$ cat src/source/mem_arbiter.sv
// fixed-priority merge of icache and dcache requests onto one memory port
`timescale 1ns/1ps
`default_nettype none

module mem_arbiter (
    input  logic        clk_i,
    input  logic        arst_n_i,
    input  logic        ic_req_i,
    input  logic [31:0] ic_addr_i,
    input  logic        dc_req_i,
    input  logic        dc_we_i,
    input  logic [31:0] dc_addr_i,
    input  logic [31:0] dc_wdata_i,
    input  logic [3:0]  dc_wstrb_i,
    output logic        mem_req_o,
    output logic        mem_we_o,
    output logic [31:0] mem_addr_o,
    output logic [31:0] mem_wdata_o,
    output logic [3:0]  mem_wstrb_o,
    input  logic        mem_addr_ok_i,
    input  logic        mem_data_ok_i,
    output logic        ic_addr_ok_o,
    output logic        ic_data_ok_o,
    output logic        dc_addr_ok_o,
    output logic        dc_data_ok_o
);
    logic locked_q;
    logic gnt_dc_q;
    logic gnt_dc;

    // dcache wins when idle, grant holds until data_ok
    assign gnt_dc = locked_q ? gnt_dc_q : dc_req_i;

    assign mem_req_o   = gnt_dc ? dc_req_i : ic_req_i;
    assign mem_we_o    = gnt_dc && dc_we_i;
    assign mem_addr_o  = gnt_dc ? dc_addr_i : ic_addr_i;
    assign mem_wdata_o = dc_wdata_i;
    assign mem_wstrb_o = gnt_dc ? dc_wstrb_i : 4'b0000;

    assign ic_addr_ok_o = mem_addr_ok_i && !gnt_dc;
    assign ic_data_ok_o = mem_data_ok_i && !gnt_dc;
    assign dc_addr_ok_o = mem_addr_ok_i && gnt_dc;
    assign dc_data_ok_o = mem_data_ok_i && gnt_dc;

    always_ff @(posedge clk_i or negedge arst_n_i) begin
        if (!arst_n_i) begin
            locked_q <= 1'b0;
            gnt_dc_q <= 1'b0;
        end else if (!locked_q && (ic_req_i || dc_req_i)) begin
            locked_q <= 1'b1;
            gnt_dc_q <= dc_req_i;
        end else if (locked_q && mem_data_ok_i) begin
            locked_q <= 1'b0;
        end
    end

endmodule

`default_nettype wire

$ cat config.mk
export PLATFORM = sky130hd
export DESIGN_NAME = mem_arbiter
export DESIGN_NICKNAME = d
export VERILOG_FILES = /design/src/source/mem_arbiter.sv
export SDC_FILE = /design/constraint.sdc
export NUM_CORES = 1
export LEC_CHECK = 0
export BUFFER_PORTS_ARGS = -buffer_cell sky130_fd_sc_hd__buf_4
export CORE_MARGIN = 5
export CORE_UTILIZATION = 26
export DETAILED_ROUTE_END_ITERATION = 16
export GPL_ROUTABILITY_DRIVEN = 0
export PLACE_DENSITY = 0.91
export SYNTH_ARGS = -nofsm -noshare
export SYNTH_HDL_FRONTEND = slang
export SYNTH_SLANG_ARGS = --single-unit
$ cat constraint.sdc
create_clock -name clk_i -period 2.1 [get_ports clk_i]
set_input_delay 0.21 -clock clk_i [delete_from_list [all_inputs] [get_ports clk_i]]
set_output_delay 0.21 -clock clk_i [all_outputs]
set_load 0.005 [all_outputs]
# ---- After elaboration in Yosys (flattened, before gate mapping)
# Cells that the tools add are included.
dict set report word_totals {
  register_bits 2
  in_bits 107
  output_inout_bits 74
  elab_cells 19
}
dict set report op_classes {
  mux 6
  reduce_logical 11
}
# op n
set ops {}
lappend ops {{$mux 32} 1}
lappend ops {{$logic_and 1x1->1} 7}
lappend ops {{$mux 1} 4}
lappend ops {{$mux 4} 1}
lappend ops {{$logic_not 1->1} 2}
lappend ops {{$reduce_bool 2->1} 1}
lappend ops {{$logic_or 1x1->1} 1}

# ---- Logic depth before layout (Yosys ltp)
dict set report logic_depth {
  depth_word 3
  ltp_mapped 3
  depth_no_buf 2
}

# ---- Worst setup path before layout
# Ideal clock, no wire load.
dict set report synth_timing {
  path_type {flip-flop to output port}
  from {register locked_q}
  to {output port mem_addr_o[0]}
  arrival_time_ns 1.343
  required_time_ns 1.890
  slack_ns 0.547
  stages_incl_launch_ff 4
  n_path_buf 1
  path_cell_list {dfrtp_1 -> mux2i_2 -> buf_6 -> mux2_4}
}
dict set report synth_via {
  elab_chain_len 2
}
# element line_no
set synth_rtl {}
lappend synth_rtl {{start: declaration} 27} ;# logic locked_q;
lappend synth_rtl {{start signal: assignment} 47} ;# locked_q <= 1'b0;
lappend synth_rtl {{start signal: assignment} 50} ;# locked_q <= 1'b1;
lappend synth_rtl {{start signal: assignment} 53} ;# locked_q <= 1'b0;
lappend synth_rtl {{$mux 1} 32} ;# assign gnt_dc = locked_q ? gnt_dc_q : dc_req_i;
lappend synth_rtl {{$mux 32} 36} ;# assign mem_addr_o = gnt_dc ? dc_addr_i : ic_addr_i;
lappend synth_rtl {{end: declaration} 17} ;# output logic [31:0] mem_addr_o,
# No other way between the ends.

# ---- Worst setup path in the final report
dict set report layout_timing {
  from {register locked_q}
  to {output port mem_addr_o[31]}
}
# The elaborated chain is that of the path after synthesis.

==> run_results.csv <==
group,metric,value,unit
run_status,status,"complete, no violations",
synth,synth.avg_cell_area,10.61,sq um
setup_path,slowest_stage,"dfrtp_1",
synth,yosysWarnings,0,
drt,routedWlPerCell,15.54,um
synth,ys_seq_area_share,5.362,%
setup_path,worstSetupPathType,"flop to output pin",
final_layout,syn_to_final_growth,75.47,%
synth,synth_cells,88,
global_routing,antenna_found_initial,0,
synth,synth_most_common_cell,"buf_4",
setup_path,path_cells,"mux2i_4 -> buf_12 -> mux2_2 -> buf_4",
power_and_ir_drop,vdd_ir_drop_max,0.0003842,V
synth,syn_nets,195,
clocking,cts_tree,"done",
global_routing,grt_pass1_vias,980,
synth,synthTopCellsByArea,"mux2_4 50%, buf_4 26%, dfrtp_1 5.4%",
timing,rsz0062_at_grt,"false",
clocking,cts.htree.levels,1,
floorplanning,rows,21,
floorplanning,fp.dieH,69.92,um
drt,remaining_drc_errors,0,
setup_path,r2r-start,"locked_q",
floorplanning,ioPinCount,181,
clocking,cts_resized,0,
final_layout,fin_util,47.95,%
setup_path,crit_buf_inv,2,
clocking,cts_buffer_depth,2,
final_layout,fillers,330,
synth,synthTopCellsByCount,"32 x buf_4, 31 x mux2_4, 7 x nor2b_1",
worst_hold_path,hold_path.class,"primary input to flop",
floorplanning,die_w,69.92,um
synth,ys_ff_latch,2,
drt,wl,3404,um
setup_path,end_kind,"output pin",
setup_path,cp-startpoint,"locked_q",
final_layout,drive_gt1_share,89.02,%
setup_path,cp.depth,4,
synth,ys_async_sr_fraction,100.0,%
synth,syn_area,933.4,sq um
timing,fin_crit_sh,95.78,%
timing,slew_headroom,82.21,%
placement,dp_hpwl,2922,um
clocking,clk_pin_slew_worst_paths,0.03,ns
synth,synth_flop_cell,"dfrtp_1",
final_layout,num_antenna_cells,0,
synth,yosysTopAreaCellShare,49.87,%
setup_path,cpLargestDelayFamily,"multiplexers",
clocking,cts.sinks,2,
clocking,cts_made_buffers,3,
setup_path,worstPathArrival,1.80,ns
drt,avgViaCountPerCell,4.306,
setup_path,r2r_cells,2,
power_and_ir_drop,leakagePower,0.9107,nW
setup_path,crit_required,1.89,ns
timing,finalSetupViolations,0,
timing,worstMarginPinSlew,0.2669,ns
floorplanning,initial_core_util,27.33,%
global_routing,grt_max_degree,42,
power_and_ir_drop,powerDensity,469.3,nW/um^2
run,drv_cap,0,
setup_path,slowest_delay,0.47,ns
clocking,cts_root_buffer,"clkbuf_4",
placement,port_buffers,116,
timing,hold_viol_final,0,
global_routing,overflow,0,
setup_path,cp_max_fo,41,
drt,drt_iter0_markers,19,
synth,synthDistinctLibCells,15,
drt,num_vias,943,
floorplanning,dieArea,4888,sq um
drt,firstDrtPassIters,4,
global_routing,grt_pass1_wl,5030,um
setup_path,rr_endpoint,"gnt_dc_q",
setup_path,start_kind,"flop",
floorplanning,core-area,3416,sq um
setup_path,ff2ff_setup_slack,1.22,ns
timing,maxSlewViolCount,0,
synth,synth_edf_count,0,
final_layout,nNetsFinal,282,
drt,drtAntennaViolNets,0,
timing,max_clock_freq,0.4972,GHz
timing,tns,0,ns
setup_path,endpoint,"mem_addr_o[31]",
timing,period_needed,2.011,ns
clocking,worstSkewPairLatency,0.22,ns
global_routing,grt_use_total,12.38,%
synth,synth_area_leader_cell,"mux2_4",
timing,skew,0.001285,ns
routing by layer:
layer	routed length [um]	GRT usage [%]	up-vias	part of all wire, %
met5	0	0	-	0
met4	63	5.106	0	1.9
met3	372	4.017	10	11
met2	1872	23.61	74	55
met1	1094	12.10	421	32
li1	-	-	438	-
per-stage QoR:
stage                     hold slack, ns  area, sq um  setup slack [ns]  total power, mW  instances
final                             0.1856         1638           0.08856           0.7686        219
after global routing              0.1763         1638          0.001910           0.8224        219
after CTS                         0.1753         1638           0.06783           0.7864        219
after detailed placement       -0.003611         1605            0.3164           0.6911        215
after global placement         -0.004469         1605            0.3540           0.6785        215
after floorplan                 -0.08559        933.4            0.5471           0.4306         88
how the worst min path moves through the flow:
stage                   from        to  slack (ns)  cells past startpoint
3_5_place_dp        arst_n_i  gnt_dc_q      -0.004                      1
6_report       mem_data_ok_i  locked_q        0.19                      2
5_1_grt        mem_data_ok_i  locked_q        0.18                      2
3_3_place_gp        arst_n_i  gnt_dc_q      -0.004                      1
2_1_floorplan       arst_n_i  gnt_dc_q       -0.09                      0
4_1_cts        mem_data_ok_i  locked_q        0.18                      2
state kept, by name, indices dropped and copies added (netlist names):
register and flops:
locked_q 1, gnt_dc_q 1
area by class of cell:
type                    instances  area (sq um)  share of cell area [%]
flip-flops and latches          2         50.05                   3.056
multi-input cells              49         603.1                   36.82
clock buffers                   3         22.52                   1.375
inverters                       1         3.754                  0.2292
repair buffers                118         900.9                   55.00
well taps                      46         57.56                   3.514
worst register-to-register path, cell delays in order, from the launching register on:
cell       delay [ns]
dfrtp_1          0.45
nand2b_1         0.18
o2bb2ai_1        0.12
power by group:
part           switching (mW)  internal, mW  total (mW)
Sequential             0.0111        0.0450      0.0562
Combinational           0.199         0.428       0.628
Clock                  0.0216        0.0630      0.0846
layout by cell type (no fill, tap or decap), drive strengths merged:
master | synthesis | layout
dfrtp | 2 | 2
mux2i | 1 | 1
dlygate4sd3 | 0 | 1
clkbuf | 0 | 3
buf | 36 | 117
a21bo | 1 | 1
nand2b | 1 | 1
mux2 | 32 | 32
o2bb2ai | 1 | 1
nor3b | 1 | 1
a21oi | 2 | 2
and2 | 2 | 2
inv | 1 | 1
nor3 | 1 | 1
nor2b | 7 | 7
logic make-up (layout without fill, tap and decap cells):
| group | Yosys count | count (layout) | synth area share, % |
|---|---|---|---|
| AO/OA/AOI/OAI | 4 | 4 | 3.083 |
| buffers and inverters | 37 | 122 | 30.96 |
| flip-flops | 2 | 2 | 5.362 |
| multiplexers | 33 | 33 | 52.55 |
| AND/OR/NAND/NOR | 12 | 12 | 8.043 |
timing repair:
action	in CTS	in global routing
hold endpoints to repair	2	0
buffers inserted	0	0
hold buffers	1	0
Note: power is estimated with default switching activity, not from simulation.
