### config.mk
export PLATFORM = sky130hd
export DESIGN_NAME = cache_opctr
export DESIGN_NICKNAME = d
export VERILOG_FILES = /design/src/source/l1_cache_pkg.sv /design/src/source/cache_opctr.sv
export VERILOG_INCLUDE_DIRS = /design/src /design/src/include
export SDC_FILE = /design/constraint.sdc
export NUM_CORES = 1
export LEC_CHECK = 0
export BUFFER_PORTS_ARGS = -buffer_cell sky130_fd_sc_hd__buf_2
export CORE_ASPECT_RATIO = 1.25
export CORE_MARGIN = 3
export CORE_UTILIZATION = 40
export DETAILED_ROUTE_END_ITERATION = 10
export PLACE_DENSITY = 0.88
export SLEW_MARGIN = 20
export SYNTH_ARGS = -nofsm -noshare
export SYNTH_HDL_FRONTEND = slang
export SYNTH_SLANG_ARGS = --single-unit
### constraint.sdc
create_clock -name clk_i -period 2.91 [get_ports clk_i]
set_input_delay 0.291 -clock clk_i [delete_from_list [all_inputs] [get_ports clk_i]]
set_output_delay 0.291 -clock clk_i [all_outputs]
set_load 0.01 [all_outputs]
### src/include/l1_cache_consts.svh
// cache geometry, maintenance op code fields and memory line width
`ifndef L1_CACHE_CONSTS_SVH
`define L1_CACHE_CONSTS_SVH

// direct mapped, 64 sets of 16 byte lines
`define L1_INDEX_W  6
`define L1_OFFSET_W 4
`define L1_TAG_W    22
`define L1_LINE_W   128

// op code bit 0 selects the target cache
`define OP_TGT_ICACHE 1'b0
`define OP_TGT_DCACHE 1'b1

// op code bit 1 selects the invalidation kind
`define OP_KIND_IDX_INV 1'b0
`define OP_KIND_HIT_INV 1'b1

`endif

### src/source/l1_cache_pkg.sv
// maintenance address word with its hit and index views
`default_nettype none
`include "l1_cache_consts.svh"

package l1_cache_pkg;

    // hit-invalidate compares the tag, index-invalidate ignores it
    typedef union packed {
        struct packed {
            logic [`L1_TAG_W-1:0]    tag;
            logic [`L1_INDEX_W-1:0]  index;
            logic [`L1_OFFSET_W-1:0] offset;
        } hit_view;
        struct packed {
            logic [`L1_TAG_W-1:0]    unused;
            logic [`L1_INDEX_W-1:0]  index;
            logic [`L1_OFFSET_W-1:0] offset;
        } index_view;
    } cache_op_addr_u;

endpackage

`default_nettype wire

### src/source/cache_opctr.sv
// cache maintenance controller: accept, dispatch to one cache, wait for ack
`timescale 1ns/1ps
`default_nettype none
`include "l1_cache_consts.svh"

module cache_opctr
    import l1_cache_pkg::*;
(
    input  logic           clk_i,
    input  logic           arst_n_i,
    input  logic           op_valid_i,
    input  logic [1:0]     op_code_i,
    input  logic [31:0]    op_addr_i,
    input  logic           ic_ack_i,
    input  logic           dc_ack_i,
    output logic           ic_op_o,
    output logic           dc_op_o,
    output logic           op_kind_o,
    output cache_op_addr_u op_addr_o,
    output logic           op_busy_o,
    output logic           op_done_o
);
    logic           busy_q;
    logic           strobe_q;
    logic           done_q;
    logic [1:0]     code_q;
    cache_op_addr_u addr_q;
    logic           tgt_dc;
    logic           ack;

    assign tgt_dc = (code_q[0] == `OP_TGT_DCACHE);
    assign ack    = tgt_dc ? dc_ack_i : ic_ack_i;

    assign ic_op_o   = strobe_q && !tgt_dc;
    assign dc_op_o   = strobe_q && tgt_dc;
    assign op_kind_o = code_q[1];
    assign op_addr_o = addr_q;
    assign op_busy_o = busy_q;
    assign op_done_o = done_q;

    always_ff @(posedge clk_i or negedge arst_n_i) begin
        if (!arst_n_i) begin
            busy_q   <= 1'b0;
            strobe_q <= 1'b0;
            done_q   <= 1'b0;
        end else begin
            strobe_q <= 1'b0;
            done_q   <= 1'b0;
            if (op_valid_i && !busy_q) begin
                busy_q   <= 1'b1;
                strobe_q <= 1'b1; // one pulse to the target
            end else if (busy_q && ack) begin
                busy_q <= 1'b0;
                done_q <= 1'b1;
            end
        end
    end

    // held stable for the cache while busy
    always_ff @(posedge clk_i) begin
        if (op_valid_i && !busy_q) begin
            code_q <= op_code_i;
            addr_q <= op_addr_i;
        end
    end

    a_one_strobe: assert property (@(posedge clk_i) disable iff (!arst_n_i)
        (ic_op_o || dc_op_o) |-> (busy_q && !(ic_op_o && dc_op_o)));

endmodule

`default_nettype wire

=== After elaboration in Yosys (flattened, before gate mapping) ===
Index checks and enable logic that the tools add are counted.

* Register bits after elaboration: 37
* Output and inout port bits: 37
* Bits of input ports: 39

* Multiplexer cells: 6
* Reductions and logical operators: 7

{| class="wikitable"
|+ Operators by type and width
! kind !! count
|-
| 1-bit two-way mux || 6
|-
| 1-bit logical AND || 4
|-
| 1-bit logical NOT || 2
|-
| 2-bit nonzero test || 1
|}

=== Logic depth before layout (Yosys ltp) ===
* Word-level depth: 4
* Depth in mapped cells: 2
* Depth with buffers taken out: 2

=== Worst setup path before layout ===
OpenSTA, ideal clock, no wires.

* Kind: register to register
* Start: register busy_q (netlist: op_busy_o)
* End: register code_q[0], enable pin
* Data arrival time: 2.030 ns
* Data required time: 2.478 ns
* Path buffers: 0
* Stages on the path, launching flop included: 2
* Clock period less this slack: 2.461 ns
* Setup slack: 0.449 ns
* Path through: dfrtp_1 nor2b_1

* Word-level cells in the longest chain between the ends: 2

{| class="wikitable"
|+ RTL lines
! what !! RTL line !! source
|-
| start: declaration || cache_opctr.sv:23 || <nowiki>logic busy_q;</nowiki>
|-
| start signal: assignment || cache_opctr.sv:43 || <nowiki>busy_q <= 1'b0;</nowiki>
|-
| start signal: assignment || cache_opctr.sv:50 || <nowiki>busy_q <= 1'b1;</nowiki>
|-
| start signal: assignment || cache_opctr.sv:53 || <nowiki>busy_q <= 1'b0;</nowiki>
|-
| 1-bit logical NOT || cache_opctr.sv:61 || <nowiki>if (op_valid_i && !busy_q) begin</nowiki>
|-
| 1-bit logical AND || cache_opctr.sv:61 ||
|-
| end signal: assignment || cache_opctr.sv:62 || <nowiki>code_q <= op_code_i;</nowiki>
|-
| end: declaration || cache_opctr.sv:26 || <nowiki>logic [1:0] code_q;</nowiki>
|}

No other way between the ends.
A chain may end at the register's enable or synchronous reset.

=== Worst setup path after layout ===
* Start: register busy_q (netlist: op_busy_o)
* End: register addr_q (netlist bit op_addr_o[10]), enable pin

* Word-level cells in the longest chain between the ends: 2

{| class="wikitable"
|+ RTL lines
! what !! RTL line !! source
|-
| 1-bit logical NOT || cache_opctr.sv:61 ||
|-
| 1-bit logical AND || cache_opctr.sv:61 ||
|-
| end signal: assignment || cache_opctr.sv:63 || <nowiki>addr_q <= op_addr_i;</nowiki>
|-
| end: declaration || cache_opctr.sv:27 || <nowiki>cache_op_addr_u addr_q;</nowiki>
|}

No other way between the ends.

==> flow_results.xml <==
<?xml version="1.0" encoding="UTF-8"?>
<metrics>
  <group name="synthesis">
    <metric name="yosysUniqueCellTypes" unit="">7</metric>
    <metric name="cell_area_after_technology_mapping" unit="um^2">1142</metric>
    <metric name="synth_seq_cells" unit="">37</metric>
    <metric name="yosys_warnings" unit="">0</metric>
    <metric name="synthCells" unit="">43</metric>
    <metric name="syn-mean-instance-area" unit="um^2">26.57</metric>
    <metric name="mappedNetlistNets" unit="">82</metric>
    <metric name="synth_largest_type_area_fraction" unit="%">89.38</metric>
    <metric name="post-synth-top-area-cell" unit="">sky130_fd_sc_hd__edfxtp_1</metric>
    <metric name="post_synth_main_area_contributors" unit="">sky130_fd_sc_hd__edfxtp_1, sky130_fd_sc_hd__dfrtp_1, sky130_fd_sc_hd__nor2b_1, sky130_fd_sc_hd__mux2i_1, sky130_fd_sc_hd__and2b_2</metric>
    <metric name="synth_sequential_area_ratio" unit="%">95.95</metric>
  </group>
  <group name="cts">
    <metric name="cts.htree.levels" unit="">2</metric>
    <metric name="cts.root.buffer_cell" unit="">sky130_fd_sc_hd__clkbuf_4</metric>
    <metric name="clk_latency" unit="ps">320</metric>
    <metric name="postCtsResizedCells" unit="">0</metric>
    <metric name="post-cts-setup-buffer-count" unit="">0</metric>
    <metric name="cts-buffers-inserted" unit="">5</metric>
    <metric name="clk_transition_reported_paths" unit="ps">100</metric>
    <metric name="cts.sink_count" unit="">37</metric>
    <metric name="clock_path_buffers" unit="">2</metric>
    <metric name="tritoncts" unit="">yes</metric>
  </group>
  <group name="critical_path">
    <metric name="reg2regPathDepth" unit="">1</metric>
    <metric name="crit_path_start_kind" unit="">flop</metric>
    <metric name="arrival" unit="ps">1500</metric>
    <metric name="cp_slowest_cell" unit="">sky130_fd_sc_hd__nor2b_4</metric>
    <metric name="critical_path.max_fanout" unit="">36</metric>
    <metric name="critical-path-max-stage-delay" unit="ps">720</metric>
    <metric name="reg2reg_slack" unit="ps">1370</metric>
    <metric name="timing.rr.start" unit="">op_busy_o</metric>
    <metric name="crit_chain" unit="">nor2b_4</metric>
    <metric name="crit_family" unit="">simple AND/OR/NAND/NOR gates</metric>
    <metric name="worst_r2r_endpoint" unit="">op_addr_o[10]</metric>
    <metric name="endpoint_kind" unit="">flop</metric>
    <metric name="cp.depth" unit="">1</metric>
    <metric name="critPathKind" unit="">reg2reg</metric>
    <metric name="required" unit="ps">2870</metric>
    <metric name="cp_buf_inv_count" unit="">0</metric>
  </group>
  <group name="global_route">
    <metric name="grt_pass1_wl" unit="um">3029</metric>
    <metric name="grt_remaining_overflow" unit="">0</metric>
    <metric name="grt_antenna_before_repair" unit="">0</metric>
    <metric name="largest_net_degree_at_the_start_of_global_routing" unit="">37</metric>
    <metric name="grt_pass1_vias" unit="">688</metric>
    <metric name="grt_usage" unit="%">13.16</metric>
  </group>
  <group name="final_layout">
    <metric name="multiInputGateArea" unit="um^2">53.80</metric>
    <metric name="area.sequential" unit="um^2">1096</metric>
    <metric name="net_count_of_the_finished_layout" unit="">165</metric>
    <metric name="syn2layout_area_growth" unit="%">44.69</metric>
    <metric name="antenna_cells_inserted" unit="">0</metric>
    <metric name="postLayoutCoreUtil" unit="%">61.07</metric>
    <metric name="layout_commonest_cell" unit="">sky130_fd_sc_hd__buf_2</metric>
    <metric name="drive_above_1_share" unit="%">66.14</metric>
    <metric name="layout.filler_cells" unit="">207</metric>
    <metric name="most-common-layout-cells" unit="">sky130_fd_sc_hd__buf_2, sky130_fd_sc_hd__edfxtp_1, sky130_fd_sc_hd__clkbuf_4</metric>
  </group>
  <group name="floorplanning">
    <metric name="die_area" unit="um^2">3537</metric>
    <metric name="fp-row-count" unit="">21</metric>
    <metric name="die-height" unit="um">65.75</metric>
    <metric name="ios" unit="">76</metric>
    <metric name="effective_utilization_at_floorplan" unit="%">42.21</metric>
    <metric name="fp.dieW" unit="um">53.80</metric>
    <metric name="coreArea" unit="um^2">2706</metric>
  </group>
  <group name="route">
    <metric name="detailroute.via_count" unit="">706</metric>
    <metric name="drt_pre_antenna_iters" unit="">4</metric>
    <metric name="routedWlPerCell" unit="um">13.40</metric>
    <metric name="m1WireLength" unit="um">644</metric>
    <metric name="drt-initial-drc-count" unit="">16</metric>
    <metric name="route.detailed.vias_per_inst" unit="">4.385</metric>
    <metric name="remaining_drc_errors" unit="">0</metric>
    <metric name="detail_route.wirelength" unit="um">2157</metric>
    <metric name="route.top_layer_used" unit="">met4</metric>
    <metric name="routed_antenna_nets" unit="">0</metric>
    <metric name="met2WireLength" unit="um">1212</metric>
    <metric name="wl_met3" unit="um">212</metric>
  </group>
  <group name="sta">
    <metric name="final-hold-violation-count" unit="">0</metric>
    <metric name="worst-slew-pin-transition" unit="ps">889.7</metric>
    <metric name="period_needed" unit="ps">1541</metric>
    <metric name="clock-skew-final" unit="ps">3.965</metric>
    <metric name="timing.max_slew.rel_slack" unit="%">40.56</metric>
    <metric name="timing.fmax" unit="MHz">649.0</metric>
    <metric name="report.final.slew_viol_count" unit="">0</metric>
    <metric name="setup-violations-final" unit="">0</metric>
    <metric name="hold_ws" unit="ps">129.9</metric>
    <metric name="post-route-period-util" unit="%">52.95</metric>
    <metric name="fin_tns_setup" unit="ps">0</metric>
    <metric name="grt_setup_unrepaired" unit="">no</metric>
  </group>
  <group name="placement">
    <metric name="port-buffer-count" unit="">75</metric>
    <metric name="routabilityCongestion" unit="">0.6307</metric>
  </group>
  <group name="power">
    <metric name="power" unit="W">0.001103</metric>
    <metric name="power.static_leakage" unit="nW">0.7332</metric>
    <metric name="power.density" unit="nW/um^2">667.1</metric>
    <metric name="worst_ir_drop_vdd" unit="mV">0.4834</metric>
  </group>
  <group name="status">
    <metric name="status" unit="">finished clean</metric>
  </group>
  <group name="job">
    <metric name="number_of_maximum_capacitance_constraint_violations" unit="">0</metric>
  </group>
  <group name="min_path">
    <metric name="worst_hold_path_type" unit="">in2reg</metric>
    <metric name="hold_path_sink" unit="">op_addr_o[25]</metric>
    <metric name="hold_depth" unit="">1</metric>
    <metric name="min-delay-start" unit="">op_addr_i[25]</metric>
  </group>
</metrics>
==> power by group <==
| part | internal (W) | total (W) | switching [W] |
|---|---|---|---|
| registers | 0.000639 | 0.000653 | 0.0000143 |
| clock network | 0.000179 | 0.000328 | 0.000149 |
| logic | 0.0000536 | 0.000122 | 0.0000682 |
==> cell type report <==
type | count | area share [%]
sequential | 37 | 66.31
multi-input combinational | 6 | 3.255
tap | 34 | 2.574
clock buffer | 6 | 2.498
clock inverter | 2 | 2.044
timing repair buffer | 76 | 23.32
==> worst max-delay path by stage <==
stage	from	endpoint	slack, ps
final	op_busy_o	op_addr_o[10]	1370
after global routing	op_busy_o	op_addr_o[17]	1270
after floorplan	op_busy_o	code_q[0]	450
after global placement	op_busy_o	op_addr_o[22]	1430
after CTS	op_busy_o	op_addr_o[10]	1340
after detailed placement	op_busy_o	op_addr_o[10]	1360
==> per-layer routing <==
metal,vias to the layer above,track usage [%]
li1,333,-
met1,315,11.94
met4,0,9.904
met5,-,0
met2,47,22.12
met3,11,5.442
==> metrics by stage <==
stage | cells | area (um^2) | setup slack [ps]
2_1_floorplan | 43 | 1142 | 448.6
3_3_place_gp | 152 | 1568 | 1427
3_5_place_dp | 152 | 1568 | 1356
4_1_cts | 161 | 1653 | 1336
5_1_grt | 161 | 1653 | 1266
6_report | 161 | 1653 | 1369
==> synthesized netlist by cell type, drive strengths merged <==
cell type / number
edfxtp: 34
dfrtp: 3
nor2b: 2
a21o: 1
and2: 1
and2b: 1
mux2i: 1
==> timing repair <==
action                     in CTS  in global routing
setup endpoints to repair       0                  0
hold buffers                    1                  0
hold endpoints to repair        3                  0
==> logic make-up after synthesis <==
| family | after synthesis | share of synthesized area, % |
|---|---|---|
| AND/OR/NAND/NOR | 4 | 2.519 |
| multiplexers | 1 | 0.8763 |
| AO/OA/AOI/OAI | 1 | 0.6574 |
| flip-flops | 37 | 95.95 |
==> state kept, by name (all words and copies together) (netlist names) <==
name       flops
strobe_q       1
code_q         2
op_busy_o      1
op_done_o      1
op_addr_o     32
(Power assumes the default switching activity.)
